--- config.mk ---
export PLATFORM = sky130hd
export DESIGN_NAME = regFile
export DESIGN_NICKNAME = d
export VERILOG_FILES = /design/src/rtl/cpuPkg.sv /design/src/rtl/regFile.sv
export SDC_FILE = /design/constraint.sdc
export NUM_CORES = 2
export LEC_CHECK = 0
export ABC_CLOCK_PERIOD_IN_PS = 2700
export BUFFER_PORTS_ARGS = -buffer_cell sky130_fd_sc_hd__buf_4
export CORE_UTILIZATION = 41
export DETAILED_ROUTE_END_ITERATION = 16
export PLACE_DENSITY = 0.6
export SYNTH_ARGS = -nofsm -noshare
export SYNTH_HDL_FRONTEND = slang
export SYNTH_SLANG_ARGS = --single-unit
--- constraint.sdc ---
create_clock -name CLK -period 2.7 [get_ports CLK]
set_input_delay 0.27 -clock CLK [delete_from_list [all_inputs] [get_ports CLK]]
set_output_delay 0.27 -clock CLK [all_outputs]
set_load 0.03 [all_outputs]
--- src/rtl/cpuPkg.sv ---
package cpuPkg;

    localparam int XLEN = 32;
    localparam int NUM_REGS = 32;

    typedef logic [XLEN-1:0] word_t;    // Data, address and instruction word
    typedef logic [4:0] regAddr_t;
    typedef logic [3:0] aluOp_t;        // {funct7[5], funct3} style encoding

    // ALU operation codes
    localparam aluOp_t ALU_ADD = 4'b0000;
    localparam aluOp_t ALU_SUB = 4'b1000;
    localparam aluOp_t ALU_SLT = 4'b0010;
    localparam aluOp_t ALU_XOR = 4'b0100;
    localparam aluOp_t ALU_OR = 4'b0110;
    localparam aluOp_t ALU_AND = 4'b0111;

    // Major opcodes, instr[6:0]
    localparam logic [6:0] OP_RTYPE = 7'b0110011;
    localparam logic [6:0] OP_ITYPE = 7'b0010011;
    localparam logic [6:0] OP_LOAD = 7'b0000011;
    localparam logic [6:0] OP_STORE = 7'b0100011;
    localparam logic [6:0] OP_BRANCH = 7'b1100011;

    // funct3 codes for arithmetic and logic
    localparam logic [2:0] F3_ADD = 3'b000;
    localparam logic [2:0] F3_SLT = 3'b010;
    localparam logic [2:0] F3_XOR = 3'b100;
    localparam logic [2:0] F3_OR = 3'b110;
    localparam logic [2:0] F3_AND = 3'b111;

    // Branch funct3, beq is 3'b000
    localparam logic [2:0] F3_BNE = 3'b001;

    // Memory depths in words
    localparam int IMEM_WORDS = 64;
    localparam int DMEM_WORDS = 64;
    localparam int IMEM_AW = $clog2(IMEM_WORDS);
    localparam int DMEM_AW = $clog2(DMEM_WORDS);

    localparam word_t PC_STEP = 32'd4;

endpackage

--- src/rtl/regFile.sv ---
`timescale 1ns/1ps

module regFile (
    input logic CLK,
    input logic rst,
    input cpuPkg::regAddr_t rs1,
    input cpuPkg::regAddr_t rs2,
    input cpuPkg::regAddr_t rd,
    input cpuPkg::word_t wd,
    input logic we,
    output cpuPkg::word_t rd1,
    output cpuPkg::word_t rd2
);

    // x1..x31 only, x0 has no storage
    cpuPkg::word_t regs [1:cpuPkg::NUM_REGS-1];

    always_ff @(posedge CLK) begin
        if (rst) begin
            for (int i = 1; i < cpuPkg::NUM_REGS; i++) begin
                regs[i] <= '0;
            end
        end else if (we && (rd != '0)) begin
            regs[rd] <= wd;
        end
    end

    // Combinational reads
    assign rd1 = (rs1 == '0) ? '0 : regs[rs1];
    assign rd2 = (rs2 == '0) ? '0 : regs[rs2];

endmodule

-- Yosys cells after proc, flatten, opt, wreduce, memory -nomap -nowiden
Memory sizes are Yosys's and may differ from the RTL's.
Index checks and enable logic that the tools add are counted.
W data, S select, Z words.
- output and inout port bits: 64
- memory bits (read-only): 0
- memories: 1
- latch bits: 0
- memory bits (writable): 992
- flip-flop bits (word level): 0
- reduce and logical (&&, ||, !) cells: 5
- $mul: 0
- add/subtract/negate cells: 0
- muxes and demuxes: 10
- equality and inequality tests: 0
- $lt $le $gt $ge: 0
- shifts and indexed selects: 0
- bitwise gates (word level): 0
- divide/modulo/power cells: 0
- memories (name ; depth ; bits a word ; rd ports ; clocked after memory_dff ; wr ports ; line ; text):
    regs ; 31 ; 32 ; 2 ; 0 ; 31 ; regFile.sv:16 ; cpuPkg::word_t regs [1:cpuPkg::NUM_REGS-1];
- operator list (operator ; count):
    $mux W32 ; 3
    $reduce_or A32 Y1 ; 1
    $logic_not A5 Y1 ; 2
    $mux W1 ; 6
    $mux W5 ; 1
    $reduce_bool A5 Y1 ; 1
    $logic_and A1 B1 Y1 ; 1

-- Logic depth before layout (Yosys ltp)
- depth after elaboration: 7
- gate-level depth with buffers: 9

-- Least setup slack after synthesis
No wires, ideal clock.
- path kind: input to output
- start point: input rs2[0]
- end point: output rd2[30]
- buffers on the path: 3
- slack: -0.267 ns
- cell stages on the path: 6
- data arrival time: 2.697 ns
- cells stage by stage: clkbuf_2 > buf_6 > buf_4 > mux4_2 > mux2i_1 > a2111oi_0
- cells in the longest elaborated chain, start to end: 2
- elaborated cells on any way between the ends: 3
- those cells by class: mux: 1; reduce/logical: 1; memory: 1
- ends and longest elaborated chain (element ; line ; text):
    start: declaration ; regFile.sv:7 ; input cpuPkg::regAddr_t rs2,
    $mem_v2 Z31 W32 / $logic_not A5 Y1 (equally long branches) ; - ;
    $mux W32 (*) ; regFile.sv:30 ; assign rd2 = (rs2 == '0) ? '0 : regs[rs2];
    end: declaration ; regFile.sv:12 ; output cpuPkg::word_t rd2
Mark *: on every way between the ends. The rest lies on a longest branch, timed or not.

==> results_dict.tcl <==
set metrics [dict create \
    start_kind "flip-flop" \
    synth_edf_count 1024 \
    cp_data_arrival_time_ns 2.60 \
    grt_usage_pct 28.4 \
    yosys_most_used_dff "edfxtp_1" \
    die_width_um 367 \
    cts_tree "yes" \
    synthTopCellsByArea "edfxtp_1 56%, mux4_2 15%, and2_1 11%, mux2i_1 5.9%, clkbuf_1 2.1%" \
    start_util_pct 41.5 \
    layout_setup_ws_ns -0.174 \
    grt_max_degree 44 \
    vias 36488 \
    holdWs_ns 0.293 \
    total_power_mw 40.3 \
    top_register "regs" \
    worstMarginPinSlew_ns 0.784 \
    p_leak_nw 23.9 \
    place_ws_ns -0.263 \
    finalNetCount 4110 \
    place_congestion 0.888 \
    grt_pass1_vias 36571 \
    dpl.cell_count 5672 \
    grt.overflow.total 0 \
    largest_register_ff_count 1024 \
    peakVddDrop_mv 0.528 \
    critPathKind "flip-flop to output pin" \
    synth_seq_cells 1024 \
    avgViaCountPerCell 6.18 \
    coreArea_mm2 0.132 \
    yosysWarnings 0 \
    dieArea_mm2 0.135 \
    first_pass_iters 6 \
    final-seq-area_mm2 0.0307 \
    avgSynthCellArea_um2 14.5 \
    powerDensity_mw_per_mm2 601 \
    wl_per_cell_um 32.7 \
    syn_area_mm2 0.0546 \
    drive_above_1_share_pct 33.4 \
    port_buffers 113 \
    syn_inst 3765 \
    instances_no_fill 5908 \
    drc 0 \
    hp-class "primary input to flip-flop" \
    grt_first_pass_wirelength_um 273000 \
    period_minus_slack_ns 2.87 \
    num_io_pins 114 \
    placed_cell_area_mm2 0.0605 \
    rsz0062_at_grt "true" \
    max_slew_margin_pct 47.8 \
    cts-root-buf "clkbuf_16" \
    clk_pin_slew_worst_paths_ns 0.06 \
    fillerInstances 11012 \
    multi_input_comb_area_mm2 0.0250 \
    routed_wl_um 193000 \
    synth_seq_area_share_pct 56.3 \
    timing.final.crit_share_pct 106 \
    dieHeight_um 367 \
    synthArstFlopShare_pct 0 \
    end_kind "output pin" \
    fin_util_pct 50.9 \
    cts.path.max_buffers 3 \
    reg_top3 "regs: 1024 flops" \
    max_freq_mhz 348 \
    dp_hpwl_um 123000 \
    ant_nets 0 \
    areaGrowthSynthToFinish_pct 22.7 \
    ctsHtreeMaxLevel 3 \
    drt_iter0_drc 4651 \
    violations "negative setup slack" \
    crit_required_ns 2.43 \
    slew_viol_final 0 \
    antenna_found_initial 14 \
    hold_viol 0 \
    setup_violations 35 \
    clock-sinks 1024 \
    crit_fanout 2 \
    status "finished with violations" \
    synth.distinct_cells 44 \
    setup_tns_ns -2.60 \
    row_count 133 \
    maxCapViolations 0 \
    fin_area_mm2 0.0670 \
    synth.top_cell.area_share_pct 56.3 \
    synth_area_leader_cell "edfxtp_1" \
    cts_buffers 108 \
]
-- cell families after synthesis --
logic type	count (synthesis)	synth area share [%]
other cells	1	0.00686
buf+inv	408	3.34
flops	1024	56.3
mux	712	21.3
simple gates	1213	13.7
compound gates	407	5.39
-- worst max-delay path, stage by stage, from the launching register on --
cell and delay, ns:
edfxtp_1 0.41, mux4_2 0.50, a22o_4 0.29, a2111oi_4 0.33, nor3_4 0.15, buf_6 0.17
-- cells in the mapped netlist (10+ instances only) --
library cell	number
nor2_1	37
mux2i_1	322
nor4_1	33
a22oi_1	104
or2_2	32
o21ai_1	10
o22ai_1	51
a211oi_1	47
buf_6	19
o21ai_0	26
and2_1	995
mux2_2	34
a22o_1	51
nor2b_1	56
clkbuf_1	302
buf_4	21
mux4_2	356
a2111oi_1	32
a21oi_1	56
a2111oi_0	23
buf_2	56
edfxtp_1	1024
nor3_1	26
-- cell usage in the layout (no fill, tap or decap), drive strengths merged, types with 55 or more instances in the layout --
cell     instances
mux4           356
and2           995
a21oi           56
nor2b           56
mux2i          322
clkbuf         130
edfxtp        1024
buf            529
a2111oi         55
a22oi          104
-- power breakdown --
part	leakage, nW	switching [mW]	total, mW	internal (mW)
registers	9.75	0.491	18.9	18.4
logic	12.4	3.52	6.24	2.72
clock network	1.72	6.57	15.2	8.64
-- final timing paths --
| path | cells after the start | from | slack (ns) | to |
|---|---|---|---|---|
| worst max-delay path | 5 | regs[31][15] | -0.17 | rd2[15] |
| worst min-delay path | 2 | rst | 0.29 | regs[1][14] |
-- metal layers --
metal | global-route usage, % | wire length [um] | up-vias | part of all wire [%]
met1 | 38.3 | 76300 | 18918 | 39
met5 | 0 | 95 | - | 0.049
met4 | 12.2 | 9090 | 16 | 4.7
li1 | - | - | 15026 | -
met3 | 5.76 | 18600 | 416 | 9.6
met2 | 44.5 | 89200 | 2112 | 46
-- final cells by class --
cell class / count / share of cell area, %
clock inverter: 68 / 1.08
sequential: 1024 / 45.9
timing repair buffer: 561 / 8.31
inverter: 1 / 0.00560
antenna: 5 / 0.0187
tap: 1755 / 3.28
multi-input combinational: 2364 / 37.2
clock buffer: 130 / 4.19
-- what timing repair did --
| item | in CTS | in global routing |
|---|---|---|
| endpoints found under the hold margin | 32 | 0 |
| resized for setup | 384 | 82 |
| buffers inserted | 28 | 12 |
| hold buffers | 32 | 0 |
| endpoints found under the setup margin | 61 | 61 |
| pin swaps | 115 | 50 |
(Power assumes the default switching activity.)
