===== src/rtl/cpuPkg.sv =====
package cpuPkg;

    localparam int XLEN = 32;
    localparam int NUM_REGS = 32;

    typedef logic [XLEN-1:0] word_t;    // Data, address and instruction word
    typedef logic [4:0] regAddr_t;
    typedef logic [3:0] aluOp_t;        // {funct7[5], funct3} style encoding

    // ALU operation codes
    localparam aluOp_t ALU_ADD = 4'b0000;
    localparam aluOp_t ALU_SUB = 4'b1000;
    localparam aluOp_t ALU_SLT = 4'b0010;
    localparam aluOp_t ALU_XOR = 4'b0100;
    localparam aluOp_t ALU_OR = 4'b0110;
    localparam aluOp_t ALU_AND = 4'b0111;

    // Major opcodes, instr[6:0]
    localparam logic [6:0] OP_RTYPE = 7'b0110011;
    localparam logic [6:0] OP_ITYPE = 7'b0010011;
    localparam logic [6:0] OP_LOAD = 7'b0000011;
    localparam logic [6:0] OP_STORE = 7'b0100011;
    localparam logic [6:0] OP_BRANCH = 7'b1100011;

    // funct3 codes for arithmetic and logic
    localparam logic [2:0] F3_ADD = 3'b000;
    localparam logic [2:0] F3_SLT = 3'b010;
    localparam logic [2:0] F3_XOR = 3'b100;
    localparam logic [2:0] F3_OR = 3'b110;
    localparam logic [2:0] F3_AND = 3'b111;

    // Branch funct3, beq is 3'b000
    localparam logic [2:0] F3_BNE = 3'b001;

    // Memory depths in words
    localparam int IMEM_WORDS = 64;
    localparam int DMEM_WORDS = 64;
    localparam int IMEM_AW = $clog2(IMEM_WORDS);
    localparam int DMEM_AW = $clog2(DMEM_WORDS);

    localparam word_t PC_STEP = 32'd4;

endpackage


===== src/rtl/ctrlIf.sv =====
`timescale 1ns/1ps

// Decoded control, decoder to datapath
interface ctrlIf;
    logic regWrite;
    logic aluSrc;               // Immediate as ALU operand b
    logic memWrite;
    logic memToReg;             // Load data as writeback source
    logic branch;
    logic branchNe;             // Set for bne, clear for beq
    cpuPkg::aluOp_t aluOp;
    cpuPkg::word_t imm;

    modport dec (
        output regWrite, aluSrc, memWrite, memToReg,
        output branch, branchNe, aluOp, imm
    );

    modport dp (
        input regWrite, aluSrc, memWrite, memToReg,
        input branch, branchNe, aluOp, imm
    );
endinterface


===== src/rtl/decoder.sv =====
`timescale 1ns/1ps

module decoder (
    input cpuPkg::word_t instr,
    ctrlIf.dec ctrl
);

    logic [6:0] opcode;
    logic [2:0] funct3;
    logic isSub;                    // funct7 bit 30
    cpuPkg::word_t immI;
    cpuPkg::word_t immS;
    cpuPkg::word_t immB;
    cpuPkg::aluOp_t arithOp;

    assign opcode = instr[6:0];
    assign funct3 = instr[14:12];
    assign isSub = instr[30];

    // Sign-extended immediates
    assign immI = {{20{instr[31]}}, instr[31:20]};
    assign immS = {{20{instr[31]}}, instr[31:25], instr[11:7]};
    assign immB = {{19{instr[31]}}, instr[31], instr[7], instr[30:25], instr[11:8], 1'b0};

    // ALU control shared by R-type and I-type
    always_comb begin
        case (funct3)
            cpuPkg::F3_ADD: arithOp = (isSub && opcode == cpuPkg::OP_RTYPE) ?
                                      cpuPkg::ALU_SUB : cpuPkg::ALU_ADD;
            cpuPkg::F3_SLT: arithOp = cpuPkg::ALU_SLT;
            cpuPkg::F3_XOR: arithOp = cpuPkg::ALU_XOR;
            cpuPkg::F3_OR: arithOp = cpuPkg::ALU_OR;
            cpuPkg::F3_AND: arithOp = cpuPkg::ALU_AND;
            default: arithOp = cpuPkg::ALU_ADD;    // Shifts not supported
        endcase
    end

    // Main control
    always_comb begin
        ctrl.regWrite = 1'b0;
        ctrl.aluSrc = 1'b0;
        ctrl.memWrite = 1'b0;
        ctrl.memToReg = 1'b0;
        ctrl.branch = 1'b0;
        ctrl.branchNe = 1'b0;
        ctrl.aluOp = cpuPkg::ALU_ADD;
        ctrl.imm = immI;
        case (opcode)
            cpuPkg::OP_RTYPE: begin
                ctrl.regWrite = 1'b1;
                ctrl.aluOp = arithOp;
            end
            cpuPkg::OP_ITYPE: begin
                ctrl.regWrite = 1'b1;
                ctrl.aluSrc = 1'b1;
                ctrl.aluOp = arithOp;
            end
            cpuPkg::OP_LOAD: begin
                ctrl.regWrite = 1'b1;
                ctrl.aluSrc = 1'b1;
                ctrl.memToReg = 1'b1;
            end
            cpuPkg::OP_STORE: begin
                ctrl.aluSrc = 1'b1;
                ctrl.memWrite = 1'b1;
                ctrl.imm = immS;
            end
            cpuPkg::OP_BRANCH: begin
                ctrl.branch = 1'b1;
                ctrl.branchNe = (funct3 == cpuPkg::F3_BNE);
                ctrl.aluOp = cpuPkg::ALU_SUB;   // Compare by subtraction
                ctrl.imm = immB;
            end
            default: ;      // Unsupported opcode retires as a no-op
        endcase
    end

endmodule


===== src/flat_wrapper.sv =====
// flat-port wrapper written by rule: the top's interface ports become plain ports
module decoder_flat 
  (instr, ctrl_regWrite, ctrl_aluSrc, ctrl_memWrite, ctrl_memToReg, ctrl_branch, ctrl_branchNe, ctrl_aluOp, ctrl_imm);
  ctrlIf ctrl_i ();
  input cpuPkg::word_t instr;
  output wire logic [$bits(ctrl_i.regWrite)-1:0] ctrl_regWrite;
  output wire logic [$bits(ctrl_i.aluSrc)-1:0] ctrl_aluSrc;
  output wire logic [$bits(ctrl_i.memWrite)-1:0] ctrl_memWrite;
  output wire logic [$bits(ctrl_i.memToReg)-1:0] ctrl_memToReg;
  output wire logic [$bits(ctrl_i.branch)-1:0] ctrl_branch;
  output wire logic [$bits(ctrl_i.branchNe)-1:0] ctrl_branchNe;
  output wire logic [$bits(ctrl_i.aluOp)-1:0] ctrl_aluOp;
  output wire logic [$bits(ctrl_i.imm)-1:0] ctrl_imm;
  assign ctrl_regWrite = ctrl_i.regWrite;
  assign ctrl_aluSrc = ctrl_i.aluSrc;
  assign ctrl_memWrite = ctrl_i.memWrite;
  assign ctrl_memToReg = ctrl_i.memToReg;
  assign ctrl_branch = ctrl_i.branch;
  assign ctrl_branchNe = ctrl_i.branchNe;
  assign ctrl_aluOp = ctrl_i.aluOp;
  assign ctrl_imm = ctrl_i.imm;
  decoder u_core (.instr(instr), .ctrl(ctrl_i));
endmodule

===== config.mk =====
export PLATFORM = sky130hd
export DESIGN_NAME = decoder_flat
export DESIGN_NICKNAME = d
export VERILOG_FILES = /design/src/rtl/cpuPkg.sv /design/src/rtl/ctrlIf.sv /design/src/rtl/decoder.sv /design/src/flat_wrapper.sv
export SDC_FILE = /design/constraint.sdc
export NUM_CORES = 1
export LEC_CHECK = 0
export ABC_AREA = 1
export BUFFER_PORTS_ARGS = -buffer_cell sky130_fd_sc_hd__buf_2
export CAP_MARGIN = 25
export CORE_AREA = 3 3 43 45
export DETAILED_ROUTE_END_ITERATION = 6
export DIE_AREA = 0 0 46 48
export GPL_TIMING_DRIVEN = 0
export PLACE_DENSITY = 0.87
export SYNTH_ARGS = -nofsm -noshare
export SYNTH_HDL_FRONTEND = slang
export SYNTH_SLANG_ARGS = --single-unit

===== constraint.sdc =====
create_clock -name vclk -period 1.2
set_input_delay 0.06 -clock vclk [all_inputs]
set_output_delay 0.06 -clock vclk [all_outputs]
set_load 0.02 [all_outputs]

# --- After elaboration in Yosys (flattened, before gate mapping) ---
# Cells that the tools add are included.
totals:
  input_bits: 32
  out_inout_bits: 42
  regBits: 0
  wordCells: 25
classes:
  eq_ne: 10
  n_reduce_logical: 5
  mux: 10
op_table:
  columns: ["op", "n"]
  rows:
  - ["$pmux 12 s2", 1]
  - ["$pmux 4 s5", 1]
  - ["$eq 7x6->1 const B", 2]
  - ["$eq 3x3->1 const B", 3]
  - ["$pmux 4 s2", 1]
  - ["$eq 7x2->1 const B", 1]
  - ["$eq 7x5->1 const B", 1]
  - ["$eq 7x7->1 const B", 1]
  - ["$mux 1", 6]
  - ["$reduce_or 3->1", 2]
  - ["$mux 4", 1]
  - ["$eq 3x1->1 const B", 1]
  - ["$eq 3x2->1 const B", 1]
  - ["$logic_not 3->1", 1]
  - ["$reduce_or 2->1", 1]
  - ["$logic_and 1x1->1", 1]

# --- Logic depth before layout (Yosys ltp) ---
logic_depth:
  depth_word: 5
  depth_mapped: 6
  mapped_depth_nobuf: 6

# --- Worst setup path after synthesis ---
# OpenSTA, ideal clock, no wires.
synth_path:
  path_kind: "input -> output"
  start: "in instr[2]"
  end: "out ctrl_memToReg"
  path_slack_ps: 441
  path_stages: 5
  path_buffers: 0
  arrival_time_ps: 699
  t_required_ps: 1140
  cell_sequence: "inv_2 > nand2_2 > nor2_8 > nand2_1 > nor2_1"
synth_between:
  elab_chain_len: 2
synth_rtl:
  columns: ["item", "line_no", "text"]
  rows:
  - ["from (decl)", "flat_wrapper.sv:5", "input cpuPkg::word_t instr;"]
  - ["$eq 7x2->1", "decoder.sv:48", "case (opcode)"]
  - ["$mux 1", "decoder.sv:48", null]
  - ["to (decl)", "flat_wrapper.sv:9", "output wire logic [$bits(ctrl_i.memToReg)-1:0] ctrl_memToReg;"]
# No other way between the ends.

# --- Final worst setup path ---
layout_path:
  start: "in instr[5]"
  end: "out ctrl_imm[4]"
layout_between:
  elab_chain_len: 2
  word_cells_on_any_way: 3
  classes_between: "eq/ne: 2; mux: 1"
layout_rtl:
  columns: ["item", "line_no", "text"]
  rows:
  - ["$eq 7x7->1 / $eq 7x6->1 (equally long branches)", "decoder.sv:48", null]
  - ["$pmux 12 s2 (*)", "decoder.sv:48", null]
  - ["to (decl)", "flat_wrapper.sv:13", "output wire logic [$bits(ctrl_i.imm)-1:0] ctrl_imm;"]
# Mark *: on every way between the ends. The rest lies on a longest branch, timed or not.

==> out/results.ini <==
[run_status]
status=complete, no violations

[cells_and_area]
final_common_cell=buf_2
layout_common_cells=64 x buf_2, 26 x buf_4, 17 x nand2_1
seqCellArea_um2=0
nClkBuffers=0
nets=184
area_growth_pct=66.7
num_antenna_cells=0
drive_gt1_share_pct=70.7
seq_cell_count=0

[detailed_routing]
wl_um=1470
route.detailed.wl_per_inst_um=8.84
routed-via-count=695
remaining_drc_errors=0
initialDrtViolationCount=6
vias_per_cell=4.19
first_pass_iters=4
ant_nets=0

[hold_path]
hold_path.class=in -> out

[floorplan]
ios=74
dieHeight_um=48
die_area_um2=2210
die_x_um=46
row_count=14
initial_utilization_pct=33.9
core_um2=1510

[global_route]
grt_antenna_before_repair=0
grt_max_degree=22
grt_pass1_vias=583
grt_usage_pct=12.4
grt_overflow_total=0
grt_first_pass_wirelength_um=2160

[clocking]
ctsResizeCount=0
ctsHoldBuffers=0
post_cts_buffers=0

[synthesis]
synth_area_um2=510
synth_fa_ha_area_share_pct=0
synth_cell_types=15
syn-instance-count=86
synth_xor_area_share_pct=0
synth_fp_nets=118
synth_warnings=0
yosysSeqAreaShare_pct=0
yosys-mux-area-fraction_pct=0
avgSynthCellArea_um2=5.94
yosys.area_share.simple_pct=52.5
synth-compound-area-share_pct=2.94
synth_top_family_by_area=simple AND/OR/NAND/NOR gates

[place]
port_buffers=64
place_congestion=0.679
dp_hpwl_um=1340

[sta]
max_slew.worst_pin.slew_ps=320
hold-worst-slack_ps=338
finalHoldViolCount=0
final-setup-viol-count=0
fmaxAchievable_ghz=1.11
timing.setup.tns_ps=0
final_max_slew_viol_count=0
period_needed_ps=898
finalCritPeriodShare_pct=74.8
rsz0062_at_grt=false
relSlewSlack_pct=78.6

[critical_path]
crit_family=simple AND/OR/NAND/NOR gates
worstPathArrival_ps=840
required_ps=1140
path_cells=buf_2 > inv_1 > nor2_4 > nand3_4 > nand2_1 > nand2_1 > buf_2
cp_slowest_stage_delay_ps=180
cp-start-kind=primary input
crit_path_end_kind=primary output
critPathMaxFanout=6
crit_buf_inv=3
crit_slowest_cell=nor2_4
crit_type=in -> out

[power_and_ir_drop]
p_per_area_nw_per_um2=366
cellLeakagePower_uw=0.000576
irDropWorstVdd_mv=0.163

[flow_run]
cap_violations=0

## metrics by stage
step	instance area (um^2)	total power (uW)	setup WS (ps)	cells	utilization [%]
floorplan	510	201	441	86	-
global placement	851	307	293	166	56.5
detailed placement	851	314	295	166	56.5
CTS	851	314	293	166	56.5
global route	851	338	160	166	56.5
finish	851	312	302	166	56.5
## power by group
part | internal, uW | switching, uW | leakage (uW)
Sequential | 0 | 0 | 0
Combinational | 136 | 175 | 0.000576
Clock | 0 | 0 | 0
## routing by layer
layer | routed length [um] | part of all wire [%] | global-route usage, % | up-vias
li1 | - | - | - | 367
met1 | 484 | 33 | 13.3 | 285
met2 | 816 | 56 | 26.4 | 43
met3 | 167 | 11 | 1.13 | 0
met4 | 0 | 0 | 1.14 | 0
met5 | 0 | 0 | 0 | -
## worst paths after layout
check                     start     endpoint  cells past startpoint
worst max-delay path   instr[5]  ctrl_imm[4]                      7
worst min-delay path  instr[27]  ctrl_imm[7]                      2
## layout make-up
class / instances / area [um^2]
inverter: 8 / 32.5
multi-input combinational: 52 / 283
tap: 16 / 20.0
timing repair buffer: 64 / 320
buffer: 26 / 195
fill: 170 / 656
## cell families (layout without fill, tap and decap cells)
family	count (synthesis)	in the layout
AO/OA/AOI/OAI	3	3
buffers and inverters	34	98
AND/OR/NAND/NOR	49	49
## synth_stat cells
master	number	area, um^2
inv_2	3	11.3
o21ai_0	3	15.0
nand2_2	5	31.3
nor2_8	1	20.0
inv_4	1	6.26
nand3_2	1	10.0
nand2_1	17	63.8
nand3_1	8	40.0
buf_4	26	195
nand2_4	1	11.3
nand3_4	1	17.5
nor2_2	1	6.26
inv_1	4	15.0
nor2_4	2	22.5
nor2_1	12	45.0
Note: power is estimated with default switching activity, not from simulation.
